$ cat config.mk
export PLATFORM = sky130hd
export DESIGN_NAME = id_bypass
export DESIGN_NICKNAME = d
export VERILOG_FILES = /design/src/design/rv_pkg.sv /design/src/design/id_bypass.sv
export VERILOG_INCLUDE_DIRS = /design/src /design/src/design
export SDC_FILE = /design/constraint.sdc
export NUM_CORES = 1
export LEC_CHECK = 0
export ABC_AREA = 1
export BUFFER_PORTS_ARGS = -buffer_cell sky130_fd_sc_hd__buf_2
export CORE_AREA = 2 2 189 191
export DETAILED_ROUTE_END_ITERATION = 8
export DIE_AREA = 0 0 191 193
export GPL_ROUTABILITY_DRIVEN = 0
export PLACE_DENSITY_LB_ADDON = 0.2
export SLEW_MARGIN = 0
export SYNTH_ARGS = -nofsm -noshare
export SYNTH_HDL_FRONTEND = slang
export SYNTH_SLANG_ARGS = --single-unit
$ cat constraint.sdc
create_clock -name vclk -period 2.9
set_input_delay 0.145 -clock vclk [all_inputs]
set_output_delay 0.145 -clock vclk [all_outputs]
set_load 0.02 [all_outputs]
$ cat src/design/rv_cfg.svh
`ifndef RV_CFG_SVH
`define RV_CFG_SVH

// integer register and datapath width
`define RV_XLEN 64

// architectural integer registers
`define RV_REG_NUM 32

// bits needed to name one register
`define RV_REG_AW 5

`endif

$ cat src/design/rv_pkg.sv
`include "rv_cfg.svh"

package rv_pkg;

    typedef logic [`RV_XLEN-1:0]   xword_t;
    typedef logic [`RV_REG_AW-1:0] reg_addr_t;

    typedef enum logic [3:0] {
        ALU_ADD,
        ALU_SUB,
        ALU_SLL,
        ALU_SLT,
        ALU_SLTU,
        ALU_XOR,
        ALU_SRL,
        ALU_SRA,
        ALU_OR,
        ALU_AND,
        ALU_PASS_B
    } alu_op_e;

    typedef enum logic [1:0] {
        SRC1_REG,
        SRC1_PC,
        SRC1_ZERO
    } src1_sel_e;

    // four is the link offset for jal/jalr
    typedef enum logic [1:0] {
        SRC2_REG,
        SRC2_IMM,
        SRC2_FOUR
    } src2_sel_e;

    typedef enum logic [2:0] {
        IMM_I,
        IMM_S,
        IMM_B,
        IMM_U,
        IMM_J
    } imm_sel_e;

    typedef enum logic [3:0] {
        BR_NONE,
        BR_JAL,
        BR_JALR,
        BR_EQ,
        BR_NE,
        BR_LT,
        BR_GE,
        BR_LTU,
        BR_GEU
    } br_type_e;

    // matches funct3[1:0] of loads and stores
    typedef enum logic [1:0] {
        MEM_B,
        MEM_H,
        MEM_W,
        MEM_D
    } mem_size_e;

endpackage

$ cat src/design/id_bypass.sv
`timescale 1ns/1ps

module id_bypass
    import rv_pkg::*;
(
    input  reg_addr_t rs1_i,
    input  reg_addr_t rs2_i,
    input  logic      rs1_re_i,
    input  logic      rs2_re_i,
    input  logic      ex_we_i,
    input  logic      ex_load_i,
    input  reg_addr_t ex_waddr_i,
    input  xword_t    ex_result_i,
    input  logic      mem_we_i,
    input  logic      mem_load_i,
    input  reg_addr_t mem_waddr_i,
    input  xword_t    mem_result_i,
    input  logic      wb_we_i,
    input  reg_addr_t wb_waddr_i,
    input  xword_t    wb_wdata_i,
    input  xword_t    rf_rdata1_i,
    input  xword_t    rf_rdata2_i,
    output xword_t    rs1_val_o,
    output xword_t    rs2_val_o,
    output logic      stall_o
);

    // youngest producer wins, loads excluded
    function automatic xword_t resolve(input reg_addr_t ra, input xword_t rf_val);
        xword_t val;
        if (ra == '0) begin
            val = rf_val;
        end else if (ex_we_i && !ex_load_i && ex_waddr_i == ra) begin
            val = ex_result_i;
        end else if (mem_we_i && !mem_load_i && mem_waddr_i == ra) begin
            val = mem_result_i;
        end else if (wb_we_i && wb_waddr_i == ra) begin
            val = wb_wdata_i;
        end else begin
            val = rf_val;
        end
        return val;
    endfunction

    // load result not ready yet
    function automatic logic load_hazard(input reg_addr_t ra, input logic re);
        logic hit_ex;
        logic hit_mem;
        hit_ex  = ex_we_i && ex_load_i && ex_waddr_i == ra;
        hit_mem = mem_we_i && mem_load_i && mem_waddr_i == ra;
        return re && (ra != '0) && (hit_ex || hit_mem);
    endfunction

    always_comb begin
        rs1_val_o = resolve(rs1_i, rf_rdata1_i);
        rs2_val_o = resolve(rs2_i, rf_rdata2_i);
        stall_o   = load_hazard(rs1_i, rs1_re_i) || load_hazard(rs2_i, rs2_re_i);
    end

endmodule

==> results of run 1 <==
-- final cells by class --
type                       instances  area share (%)
timing repair buffer             505            22.7
antenna                            5           0.105
inverter                         535            16.8
multi-input combinational       1509            55.6
tap                              461            4.83
-- cells in the final DEF, fill, tap and decap left out, drive strengths merged --
cell and count:
nand2 944, inv 534, buf 505, nand3 459
nand4 68, nor2 19, xnor2 8, diode 5
xor2 5, o21ai 2, a21oi 1, a21boi 1
nand2b 1, and2 1, clkinv 1
-- where the power goes --
group / switching (mW) / internal [mW] / total [mW]
clock: 0 / 0.000000231 / 0.000000231
combinational: 1.09 / 0.534 / 1.63
sequential: 0 / 0 / 0
-- worst max-delay path: stages --
cell and delay (ns):
buf_2 0.14, inv_2 0.05, nand2_1 0.06, o21ai_1 0.11, nor2_4 0.13, buf_4 0.69, nand3_1 0.22, nand3_1 0.13
nand2_1 0.07, nand2_1 0.06, nand2_1 0.06, buf_2 0.16
-- metal layers --
| layer | vias to the layer above | share of wire, % | GRT usage (%) |
|---|---|---|---|
| met5 | - | 0.061 | 0 |
| met4 | 4 | 2.1 | 6.98 |
| met3 | 69 | 9.8 | 3.71 |
| met2 | 866 | 47 | 43.4 |
| met1 | 6521 | 41 | 31.9 |
| li1 | 7223 | - | - |
-- stage by stage --
stage,setup slack (ns),hold WS [ns]
4_1_cts,0.704,0.623
5_1_grt,0.534,0.638
3_5_place_dp,0.704,0.622
2_1_floorplan,1.48,0.463
3_3_place_gp,0.706,0.620
6_report,0.684,0.621
-- cells in the mapped netlist, drive strengths merged --
master / n / area, um^2
and2: 1 / 6.26
a21boi: 1 / 7.51
clkinv: 1 / 3.75
buf: 124 / 674
clkbuf: 29 / 109
o21ai: 2 / 10.0
nand2: 944 / 3540
nand2b: 1 / 6.26
a21oi: 1 / 8.76
xnor2: 8 / 70.1
nand3: 459 / 2310
nor2: 19 / 73.8
xor2: 5 / 43.8
nand4: 68 / 432
inv: 534 / 2000
-- cells by family after synthesis --
kind of cell              Yosys count  synth area share, %
buffers and inverters             688                 30.0
xor gates and xnor gates           13                 1.22
AOI/OAI and AO/OA                   4                0.282
and+or+nand+nor                  1492                 68.5
-- worst paths after layout --
path                       endpoint  depth (start not counted)
worst max-delay path  rs2_val_o[23]                         12
worst min-delay path  rs1_val_o[14]                          4
==> report_table.html, run 1 <==
<table>
<tr><th>Metric</th><th>Value</th></tr>
<tr><th colspan="2">Place</th></tr>
<tr><td>Number of placed instances, taps included</td><td>3,010</td></tr>
<tr><td>Standard cell area after detailed placement</td><td>11,900 um^2</td></tr>
<tr><td>Number of buffer cells added on primary ports</td><td>481</td></tr>
<tr><td>Hpwl dp</td><td>34.7 mm</td></tr>
<tr><th colspan="2">Finish</th></tr>
<tr><td>Number of clock buffers in the layout</td><td>0</td></tr>
<tr><td>Sequential Area</td><td>0 um^2</td></tr>
<tr><td>Area of the multi-input gates</td><td>6640 um^2</td></tr>
<tr><td>Finished Layout Cells</td><td>3,015</td></tr>
<tr><td>Post-Route Utilization</td><td>34.2%</td></tr>
<tr><td>Total of fill cells in the finished design</td><td>4,241</td></tr>
<tr><td>Area growth, synth to finish</td><td>28.5%</td></tr>
<tr><td>Share of final-layout standard cells stronger than drive strength 1</td><td>20.9%</td></tr>
<tr><td>Number of nets at the end of the flow</td><td>2,903</td></tr>
<tr><td>Count of flip-flops and latches</td><td>0</td></tr>
<tr><td>Final non-filler cell area</td><td>11,900 um^2</td></tr>
<tr><th colspan="2">Synth</th></tr>
<tr><td>Register area share after synthesis</td><td>0%</td></tr>
<tr><td>Synthesized instance count</td><td>2,197</td></tr>
<tr><td>Combined area of all synthesized cells</td><td>9300 um^2</td></tr>
<tr><td>Synth Area per Inst</td><td>4.23 um^2</td></tr>
<tr><td>Number of nets produced by synthesis</td><td>2,549</td></tr>
<tr><td>Number of warning messages in the yosys log</td><td>0</td></tr>
<tr><td>Library cells used by synthesis</td><td>23</td></tr>
<tr><th colspan="2">Die</th></tr>
<tr><td>Initial standard-cell utilization of the core</td><td>26.6%</td></tr>
<tr><td>Ports placed on the boundary</td><td>481</td></tr>
<tr><td>Horizontal die dimension</td><td>191 um</td></tr>
<tr><td>Standard-cell rows</td><td>69</td></tr>
<tr><td>Die H</td><td>193 um</td></tr>
<tr><td>Die area</td><td>36,900 um^2</td></tr>
<tr><td>Core box area</td><td>35,000 um^2</td></tr>
<tr><th colspan="2">Routing</th></tr>
<tr><td>Drt wl/cell</td><td>16.3 um</td></tr>
<tr><td>DRC marker count from the first detailed-route iteration</td><td>1,304</td></tr>
<tr><td>Count of unresolved DRC violations after routing</td><td>0</td></tr>
<tr><td>Total wire length after detailed routing</td><td>49.1 mm</td></tr>
<tr><td>Antenna violation net count after detailed routing</td><td>0</td></tr>
<tr><td>Total vias in the final route</td><td>14.7k</td></tr>
<tr><td>Vias per inst</td><td>4.87</td></tr>
<tr><td>Number of detailed-route iterations in the first pass</td><td>6</td></tr>
<tr><th colspan="2">STA</th></tr>
<tr><td>Final number of setup-violating endpoints</td><td>0</td></tr>
<tr><td>Time the final worst path needs with I/O delays and setup</td><td>2.22 ns</td></tr>
<tr><td>Final hold violation count</td><td>0</td></tr>
<tr><td>Highest Clock Rate</td><td>451 MHz</td></tr>
<tr><td>Post-route fraction of the period consumed by the critical path</td><td>76.4%</td></tr>
<tr><td>Slew margin rel.</td><td>35.6%</td></tr>
<tr><td>Summed negative setup slack over all endpoints</td><td>0 ns</td></tr>
<tr><td>Setup repair after global routing missed its margin</td><td>no</td></tr>
<tr><td>Final Slew Violations</td><td>0</td></tr>
<tr><td>Worst-margin pin slew</td><td>0.966 ns</td></tr>
<tr><th colspan="2">Clock tree</th></tr>
<tr><td>Number of hold buffers added after cts</td><td>0</td></tr>
<tr><td>Setup bufs post-CTS</td><td>0</td></tr>
<tr><td>CTS-repair resized insts</td><td>0</td></tr>
<tr><th colspan="2">Min path</th></tr>
<tr><td>Worst Hold Class</td><td>in2out</td></tr>
<tr><td>Start point of the worst hold path</td><td>rf_rdata1_i[14]</td></tr>
<tr><th colspan="2">Outcome</th></tr>
<tr><td>Outcome</td><td>finished clean</td></tr>
<tr><th colspan="2">Global route</th></tr>
<tr><td>Initial antenna violation count</td><td>7</td></tr>
<tr><td>Largest net degree at the start of global routing</td><td>85</td></tr>
<tr><td>Global route overflow</td><td>0</td></tr>
<tr><td>First-pass GRT wire length</td><td>73.7 mm</td></tr>
<tr><td>Vias in the first global route</td><td>13.8k</td></tr>
<tr><td>GRT Resource Usage Total</td><td>24.9%</td></tr>
<tr><th colspan="2">Power and ir drop</th></tr>
<tr><td>PnR Total Power</td><td>1.63 mW</td></tr>
<tr><td>Leakage</td><td>8.53 nW</td></tr>
<tr><td>Worst vdd ir</td><td>0.000111 V</td></tr>
<tr><td>Power density cells</td><td>136 nW/um^2</td></tr>
<tr><th colspan="2">Worst setup path</th></tr>
<tr><td>Setup crit end kind</td><td>primary output</td></tr>
<tr><td>Startpoint Class</td><td>primary input</td></tr>
<tr><td>Largest fanout on the critical path</td><td>64</td></tr>
<tr><td>Beginning of the critical path</td><td>rs2_i[1]</td></tr>
<tr><td>WP data required</td><td>2.76 ns</td></tr>
<tr><td>Arrival time at the worst endpoint</td><td>2.07 ns</td></tr>
<tr><td>Type of the worst setup path</td><td>in2out</td></tr>
<tr><th colspan="2">Run</th></tr>
<tr><td>Maximum capacitance violations</td><td>0</td></tr>
</table>
No activity file was read; power rests on OpenSTA's default activity.
==> run 2, diff against run 1 <==
- CORE_AREA: 2 2 189 191 -> 2 2 188 190
- DIE_AREA: 0 0 191 193 -> 0 0 190 192
- clock period: 2.9 -> 2 ns (I/O delays scaled with it)
==> run 2 against run 1 <==
Effect of this change: critical path depth is the same; critical endpoint is now rs1_val_o[7]; wire length shrank 2.7%; sequential share of layout area is the same; count of clock-buffer cells in the layout is the same; final cell count grew 0.40%; setup slack lost 0.50 ns; non-clock buffer count grew 14; combinational power grew 48%.
==> report_table.html, run 2 (synthesis results as in run 1) <==
<table>
<tr><th>Metric</th><th>Value</th></tr>
<tr><th colspan="2">Place</th></tr>
<tr><td>Number of buffer cells added on primary ports</td><td>481</td></tr>
<tr><td>Hpwl dp</td><td>35.2 mm</td></tr>
<tr><th colspan="2">Finish</th></tr>
<tr><td>Number of nets at the end of the flow</td><td>2,917</td></tr>
<tr><td>Area growth, synth to finish</td><td>32.1%</td></tr>
<tr><td>Count of flip-flops and latches</td><td>0</td></tr>
<tr><td>Top library cells by usage in the layout, fill and taps aside</td><td>nand2_1, inv_1, buf_2</td></tr>
<tr><td>Number of clock buffers in the layout</td><td>0</td></tr>
<tr><td>Total of fill cells in the finished design</td><td>4,100</td></tr>
<tr><td>Sequential Area</td><td>0 um^2</td></tr>
<tr><td>Commonest non-fill, non-tap cell in the layout</td><td>nand2_1</td></tr>
<tr><td>Share of final-layout standard cells stronger than drive strength 1</td><td>21.3%</td></tr>
<tr><td>Post-Route Utilization</td><td>35.8%</td></tr>
<tr><th colspan="2">Die</th></tr>
<tr><td>Ports placed on the boundary</td><td>481</td></tr>
<tr><td>Die H</td><td>192 um</td></tr>
<tr><td>Horizontal die dimension</td><td>190 um</td></tr>
<tr><td>Initial standard-cell utilization of the core</td><td>27.1%</td></tr>
<tr><td>Core box area</td><td>34,300 um^2</td></tr>
<tr><td>Standard-cell rows</td><td>68</td></tr>
<tr><td>Die area</td><td>36,500 um^2</td></tr>
<tr><th colspan="2">STA</th></tr>
<tr><td>Setup repair after global routing missed its margin</td><td>no</td></tr>
<tr><td>Summed negative setup slack over all endpoints</td><td>0 ns</td></tr>
<tr><td>Time the final worst path needs with I/O delays and setup</td><td>1.81 ns</td></tr>
<tr><td>Highest Clock Rate</td><td>551 MHz</td></tr>
<tr><td>Final hold violation count</td><td>0</td></tr>
<tr><td>Slew margin rel.</td><td>70.7%</td></tr>
<tr><td>Final number of setup-violating endpoints</td><td>0</td></tr>
<tr><td>Post-route fraction of the period consumed by the critical path</td><td>90.7%</td></tr>
<tr><td>Worst-margin pin slew</td><td>0.440 ns</td></tr>
<tr><td>Final Slew Violations</td><td>0</td></tr>
<tr><th colspan="2">Global route</th></tr>
<tr><td>Initial antenna violation count</td><td>9</td></tr>
<tr><td>Largest net degree at the start of global routing</td><td>67</td></tr>
<tr><td>Most utilized layer in the global route result</td><td>met2</td></tr>
<tr><td>GRT Resource Usage Total</td><td>24.7%</td></tr>
<tr><td>Global route overflow</td><td>0</td></tr>
<tr><td>Grt met1 use</td><td>31.9%</td></tr>
<tr><td>First-pass GRT wire length</td><td>73.0 mm</td></tr>
<tr><td>Met3 track demand over resource in global routing</td><td>3.23%</td></tr>
<tr><td>Met2 Use GR</td><td>42.5%</td></tr>
<tr><td>Vias in the first global route</td><td>13.8k</td></tr>
<tr><th colspan="2">Clock tree</th></tr>
<tr><td>Setup bufs post-CTS</td><td>0</td></tr>
<tr><td>CTS-repair resized insts</td><td>0</td></tr>
<tr><td>Number of hold buffers added after cts</td><td>0</td></tr>
<tr><th colspan="2">Worst setup path</th></tr>
<tr><td>WP buf/inv</td><td>4</td></tr>
<tr><td>Critical path cell sequence</td><td>buf_2, inv_1, nand2_1, o21ai_0, nor2_4, buf_4, nand3_1, nand3_1, nand2_1, nand2_1, nand2_1, buf_2</td></tr>
<tr><td>Startpoint Class</td><td>primary input</td></tr>
<tr><td>Largest fanout on the critical path</td><td>31</td></tr>
<tr><td>Arrival time at the worst endpoint</td><td>1.71 ns</td></tr>
<tr><td>Setup crit end kind</td><td>primary output</td></tr>
<tr><td>Library cell appearing most often on the critical path</td><td>nand2_1</td></tr>
<tr><td>Largest delay share family, worst path</td><td>buffers and inverters</td></tr>
<tr><td>CP max stage cell</td><td>buf_4</td></tr>
<tr><td>Type of the worst setup path</td><td>in2out</td></tr>
<tr><td>Delay of the slowest cell on the worst path</td><td>0.40 ns</td></tr>
<tr><td>WP data required</td><td>1.90 ns</td></tr>
<tr><th colspan="2">Min path</th></tr>
<tr><td>Worst Hold Class</td><td>in2out</td></tr>
<tr><th colspan="2">Power and ir drop</th></tr>
<tr><td>Leakage</td><td>8.68 nW</td></tr>
<tr><td>Power density cells</td><td>196 nW/um^2</td></tr>
<tr><td>Worst vdd ir</td><td>0.000134 V</td></tr>
<tr><th colspan="2">Run</th></tr>
<tr><td>Maximum capacitance violations</td><td>0</td></tr>
<tr><th colspan="2">Outcome</th></tr>
<tr><td>Outcome</td><td>finished clean</td></tr>
<tr><th colspan="2">Routing</th></tr>
<tr><td>Drt wl/cell</td><td>15.8 um</td></tr>
<tr><td>Antenna violation net count after detailed routing</td><td>0</td></tr>
<tr><td>Vias per inst</td><td>4.85</td></tr>
<tr><td>DRC marker count from the first detailed-route iteration</td><td>1,532</td></tr>
<tr><td>Count of unresolved DRC violations after routing</td><td>0</td></tr>
<tr><td>Total wire length after detailed routing</td><td>47.8 mm</td></tr>
<tr><td>Number of detailed-route iterations in the first pass</td><td>5</td></tr>
<tr><td>Total vias in the final route</td><td>14.7k</td></tr>
</table>
-- run 2: cell types whose count changed in the layout (fill, tap and decap cells not counted), sizes merged --
cell / delta
buf: +14
diode: +4
-- run 2: power by group --
group          internal (mW)    total, mW  switching (mW)
registers                  0            0               0
clock network    0.000000603  0.000000603               0
logic                  0.835         2.41            1.58
-- run 2: stage by stage --
| stage | instances | hold WS [ns] | setup WS (ns) | total power [mW] | cell area [um^2] |
|---|---|---|---|---|---|
| CTS | 3018 | 0.530 | 0.209 | 2.40 | 12300 |
| finish | 3027 | 0.529 | 0.185 | 2.41 | 12300 |
| detailed placement | 3018 | 0.529 | 0.212 | 2.39 | 12300 |
| floorplan | 2197 | 0.373 | 0.672 | 1.31 | 9300 |
| global route | 3026 | 0.549 | 0.0278 | 2.63 | 12300 |
| global placement | 3018 | 0.530 | 0.189 | 2.39 | 12300 |
-- run 2: tightest hold or removal path, delay by kind of cell --
family | cells | cell delay, ns
buf+inv | 2 | 0.23
simple gates | 2 | 0.10
-- run 2: worst paths after layout --
check / start / endpoint / depth (start not counted)
setup / recovery: rs1_i[1] / rs1_val_o[7] / 12
hold / removal: rf_rdata1_i[25] / rs1_val_o[25] / 4
-- run 2: final cells by class --
type	instances	area [um^2]	area share, %
diodes	9	22.5	0.183
inverters	535	2010	16.3
multi-input cells	1509	6640	54.1
well taps	455	569	4.63
repair buffers	519	3040	24.8
-- run 2: routing by layer --
layer / part of all wire (%) / wire length [um]
met5: 0.015 / 7
met4: 3.0 / 1430
met3: 9.5 / 4520
met2: 47 / 22300
met1: 41 / 19500
==> run 3, diff against run 2 <==
- BUFFER_PORTS_ARGS: -buffer_cell sky130_fd_sc_hd__buf_2 -> -buffer_cell sky130_fd_sc_hd__buf_4
- RECOVER_POWER: unset -> 50
==> run 3 against run 2 <==
Effect of this change: power up 12%; count of clock-buffer cells in the layout unchanged; sequential share of layout area unchanged; wire length up 6.7%; cell area up 9.0%; sequential cell count unchanged; hold slack worse by 0.023 ns; global-route usage up 1.2 points; combinational power up 12%; via count about the same; largest power group unchanged.
==> report_table.html, run 3 (synthesis results as in run 1) <==
<table>
<tr><th>Metric</th><th>Value</th></tr>
<tr><th colspan="2">Finish</th></tr>
<tr><td>Post-Route Utilization</td><td>39.0%</td></tr>
<tr><td>Total of fill cells in the finished design</td><td>4,029</td></tr>
<tr><td>Count of flip-flops and latches</td><td>0</td></tr>
<tr><td>Area growth, synth to finish</td><td>43.9%</td></tr>
<tr><td>Commonest non-fill, non-tap cell in the layout</td><td>nand2_1</td></tr>
<tr><td>Finished Layout Cells</td><td>3,024</td></tr>
<tr><td>Number of nets at the end of the flow</td><td>2,922</td></tr>
<tr><td>Share of final-layout standard cells stronger than drive strength 1</td><td>21.4%</td></tr>
<tr><td>Top library cells by usage in the layout, fill and taps aside</td><td>nand2_1, inv_1, buf_4</td></tr>
<tr><td>Number of clock buffers in the layout</td><td>0</td></tr>
<tr><td>Sequential Area</td><td>0 um^2</td></tr>
<tr><th colspan="2">Clock tree</th></tr>
<tr><td>Number of hold buffers added after cts</td><td>0</td></tr>
<tr><th colspan="2">Routing</th></tr>
<tr><td>DRC marker count from the first detailed-route iteration</td><td>1,396</td></tr>
<tr><td>Antenna violation net count after detailed routing</td><td>0</td></tr>
<tr><td>Vias per inst</td><td>4.86</td></tr>
<tr><td>Drt wl/cell</td><td>16.9 um</td></tr>
<tr><td>Total vias in the final route</td><td>14.7k</td></tr>
<tr><td>Total wire length after detailed routing</td><td>51.0 mm</td></tr>
<tr><td>Count of unresolved DRC violations after routing</td><td>0</td></tr>
<tr><td>Number of detailed-route iterations in the first pass</td><td>6</td></tr>
<tr><th colspan="2">Min path</th></tr>
<tr><td>Start point of the worst hold path</td><td>rf_rdata1_i[8]</td></tr>
<tr><td>Endpoint with the worst hold slack</td><td>rs1_val_o[8]</td></tr>
<tr><td>Hold Path Stages</td><td>4</td></tr>
<tr><td>Worst Hold Class</td><td>in2out</td></tr>
<tr><th colspan="2">STA</th></tr>
<tr><td>Worst-margin pin slew</td><td>0.515 ns</td></tr>
<tr><td>Time the final worst path needs with I/O delays and setup</td><td>1.91 ns</td></tr>
<tr><td>Summed negative setup slack over all endpoints</td><td>0 ns</td></tr>
<tr><td>Final hold violation count</td><td>0</td></tr>
<tr><td>Setup repair after global routing missed its margin</td><td>yes</td></tr>
<tr><td>Slew margin rel.</td><td>65.7%</td></tr>
<tr><td>Final number of setup-violating endpoints</td><td>0</td></tr>
<tr><td>Final WS setup</td><td>0.0920 ns</td></tr>
<tr><td>Highest Clock Rate</td><td>524 MHz</td></tr>
<tr><td>Final Slew Violations</td><td>0</td></tr>
<tr><td>Post-route fraction of the period consumed by the critical path</td><td>95.4%</td></tr>
<tr><th colspan="2">Worst setup path</th></tr>
<tr><td>Setup crit end kind</td><td>primary output</td></tr>
<tr><td>Largest fanout on the critical path</td><td>31</td></tr>
<tr><td>Type of the worst setup path</td><td>in2out</td></tr>
<tr><td>Delay of the slowest cell on the worst path</td><td>0.26 ns</td></tr>
<tr><td>Largest delay share family, worst path</td><td>simple AND/OR/NAND/NOR gates</td></tr>
<tr><td>Critical path cell sequence</td><td>buf_4, inv_1, nand2_1, nand2_1, nand3_1, nor2_4, nand2_8, buf_12, nand3_1, nand2_1, nand2_1, nand2_1, buf_4</td></tr>
<tr><td>Startpoint Class</td><td>primary input</td></tr>
<tr><td>CP max stage cell</td><td>nor2_4</td></tr>
<tr><td>Library cell appearing most often on the critical path</td><td>nand2_1</td></tr>
<tr><td>WP buf/inv</td><td>4</td></tr>
<tr><td>WP data required</td><td>1.90 ns</td></tr>
<tr><td>Arrival time at the worst endpoint</td><td>1.81 ns</td></tr>
<tr><th colspan="2">Power and ir drop</th></tr>
<tr><td>PnR Total Power</td><td>2.70 mW</td></tr>
<tr><td>Worst vdd ir</td><td>0.000138 V</td></tr>
<tr><td>Power density cells</td><td>201 nW/um^2</td></tr>
<tr><td>Leakage</td><td>9.07 nW</td></tr>
<tr><th colspan="2">Die</th></tr>
<tr><td>Standard-cell rows</td><td>68</td></tr>
<tr><td>Ports placed on the boundary</td><td>481</td></tr>
<tr><td>Core box area</td><td>34,300 um^2</td></tr>
<tr><td>Initial standard-cell utilization of the core</td><td>27.1%</td></tr>
<tr><td>Die H</td><td>192 um</td></tr>
<tr><td>Die area</td><td>36,500 um^2</td></tr>
<tr><td>Horizontal die dimension</td><td>190 um</td></tr>
<tr><th colspan="2">Global route</th></tr>
<tr><td>Initial antenna violation count</td><td>1</td></tr>
<tr><td>Vias in the first global route</td><td>13.8k</td></tr>
<tr><td>Global route overflow</td><td>0</td></tr>
<tr><td>Largest net degree at the start of global routing</td><td>71</td></tr>
<tr><td>First-pass GRT wire length</td><td>76.3 mm</td></tr>
<tr><td>GRT Resource Usage Total</td><td>26.0%</td></tr>
<tr><th colspan="2">Outcome</th></tr>
<tr><td>Outcome</td><td>finished clean</td></tr>
<tr><th colspan="2">Place</th></tr>
<tr><td>Number of placed instances, taps included</td><td>3,020</td></tr>
<tr><td>Worst Setup Slack post-DPL</td><td>0.109 ns</td></tr>
<tr><td>Hpwl dp</td><td>36.5 mm</td></tr>
<tr><td>Number of buffer cells added on primary ports</td><td>481</td></tr>
<tr><th colspan="2">Run</th></tr>
<tr><td>Maximum capacitance violations</td><td>0</td></tr>
</table>
## run 3: changes by cell type in the layout (fill, tap and decap cells not counted), moves of 2 or more
| cell | delta |
|---|---|
| diode_2 | -8 |
| clkbuf_2 | +34 |
| buf_12 | -5 |
| buf_4 | +451 |
| clkbuf_4 | +2 |
| buf_2 | -481 |
## run 3: what timing repair did
item,in CTS,in global routing
endpoints found under the setup margin,0,24
gates resized for setup,0,4
setup buffers,0,1
## run 3: layout make-up
| cell class | count | area [um^2] | area share, % |
|---|---|---|---|
| multi-input cells | 1509 | 6650 | 49.6 |
| repair buffers | 524 | 4160 | 31.1 |
| well taps | 455 | 569 | 4.25 |
| inverters | 535 | 2010 | 15.0 |
| diodes | 1 | 2.50 | 0.0187 |
## run 3: metrics by stage
stage               hold WS [ns]  area, um^2
floorplan                  0.373        9300
global placement           0.508       13400
detailed placement         0.506       13400
CTS                        0.506       13400
global route               0.520       13400
finish                     0.506       13400
## run 3: where the power goes
part,internal (mW),switching (mW),leakage [nW]
Clock,0.0000000668,0,0.00000634
Sequential,0,0,0
Combinational,1.10,1.59,9.07
Total,1.10,1.59,9.07
## run 3: worst max path at each step
| stage | from | endpoint | slack [ns] | cells after the start |
|---|---|---|---|---|
| 2_1_floorplan | rs1_i[3] | rs1_val_o[10] | 0.67 | 13 |
| 3_3_place_gp | rs1_i[3] | rs1_val_o[5] | 0.12 | 13 |
| 3_5_place_dp | rs1_i[3] | rs1_val_o[9] | 0.11 | 13 |
| 4_1_cts | rs1_i[3] | rs1_val_o[9] | 0.11 | 13 |
| 5_1_grt | rs1_i[3] | rs1_val_o[5] | -0.03 | 13 |
| 6_report | rs1_i[3] | rs1_val_o[20] | 0.09 | 13 |
## run 3: metal layers
layer / wire [um] / global-route usage, %
met5: 0 / 0
met4: 1340 / 6.23
met3: 5000 / 3.53
met2: 23900 / 45.5
met1: 20700 / 33.5
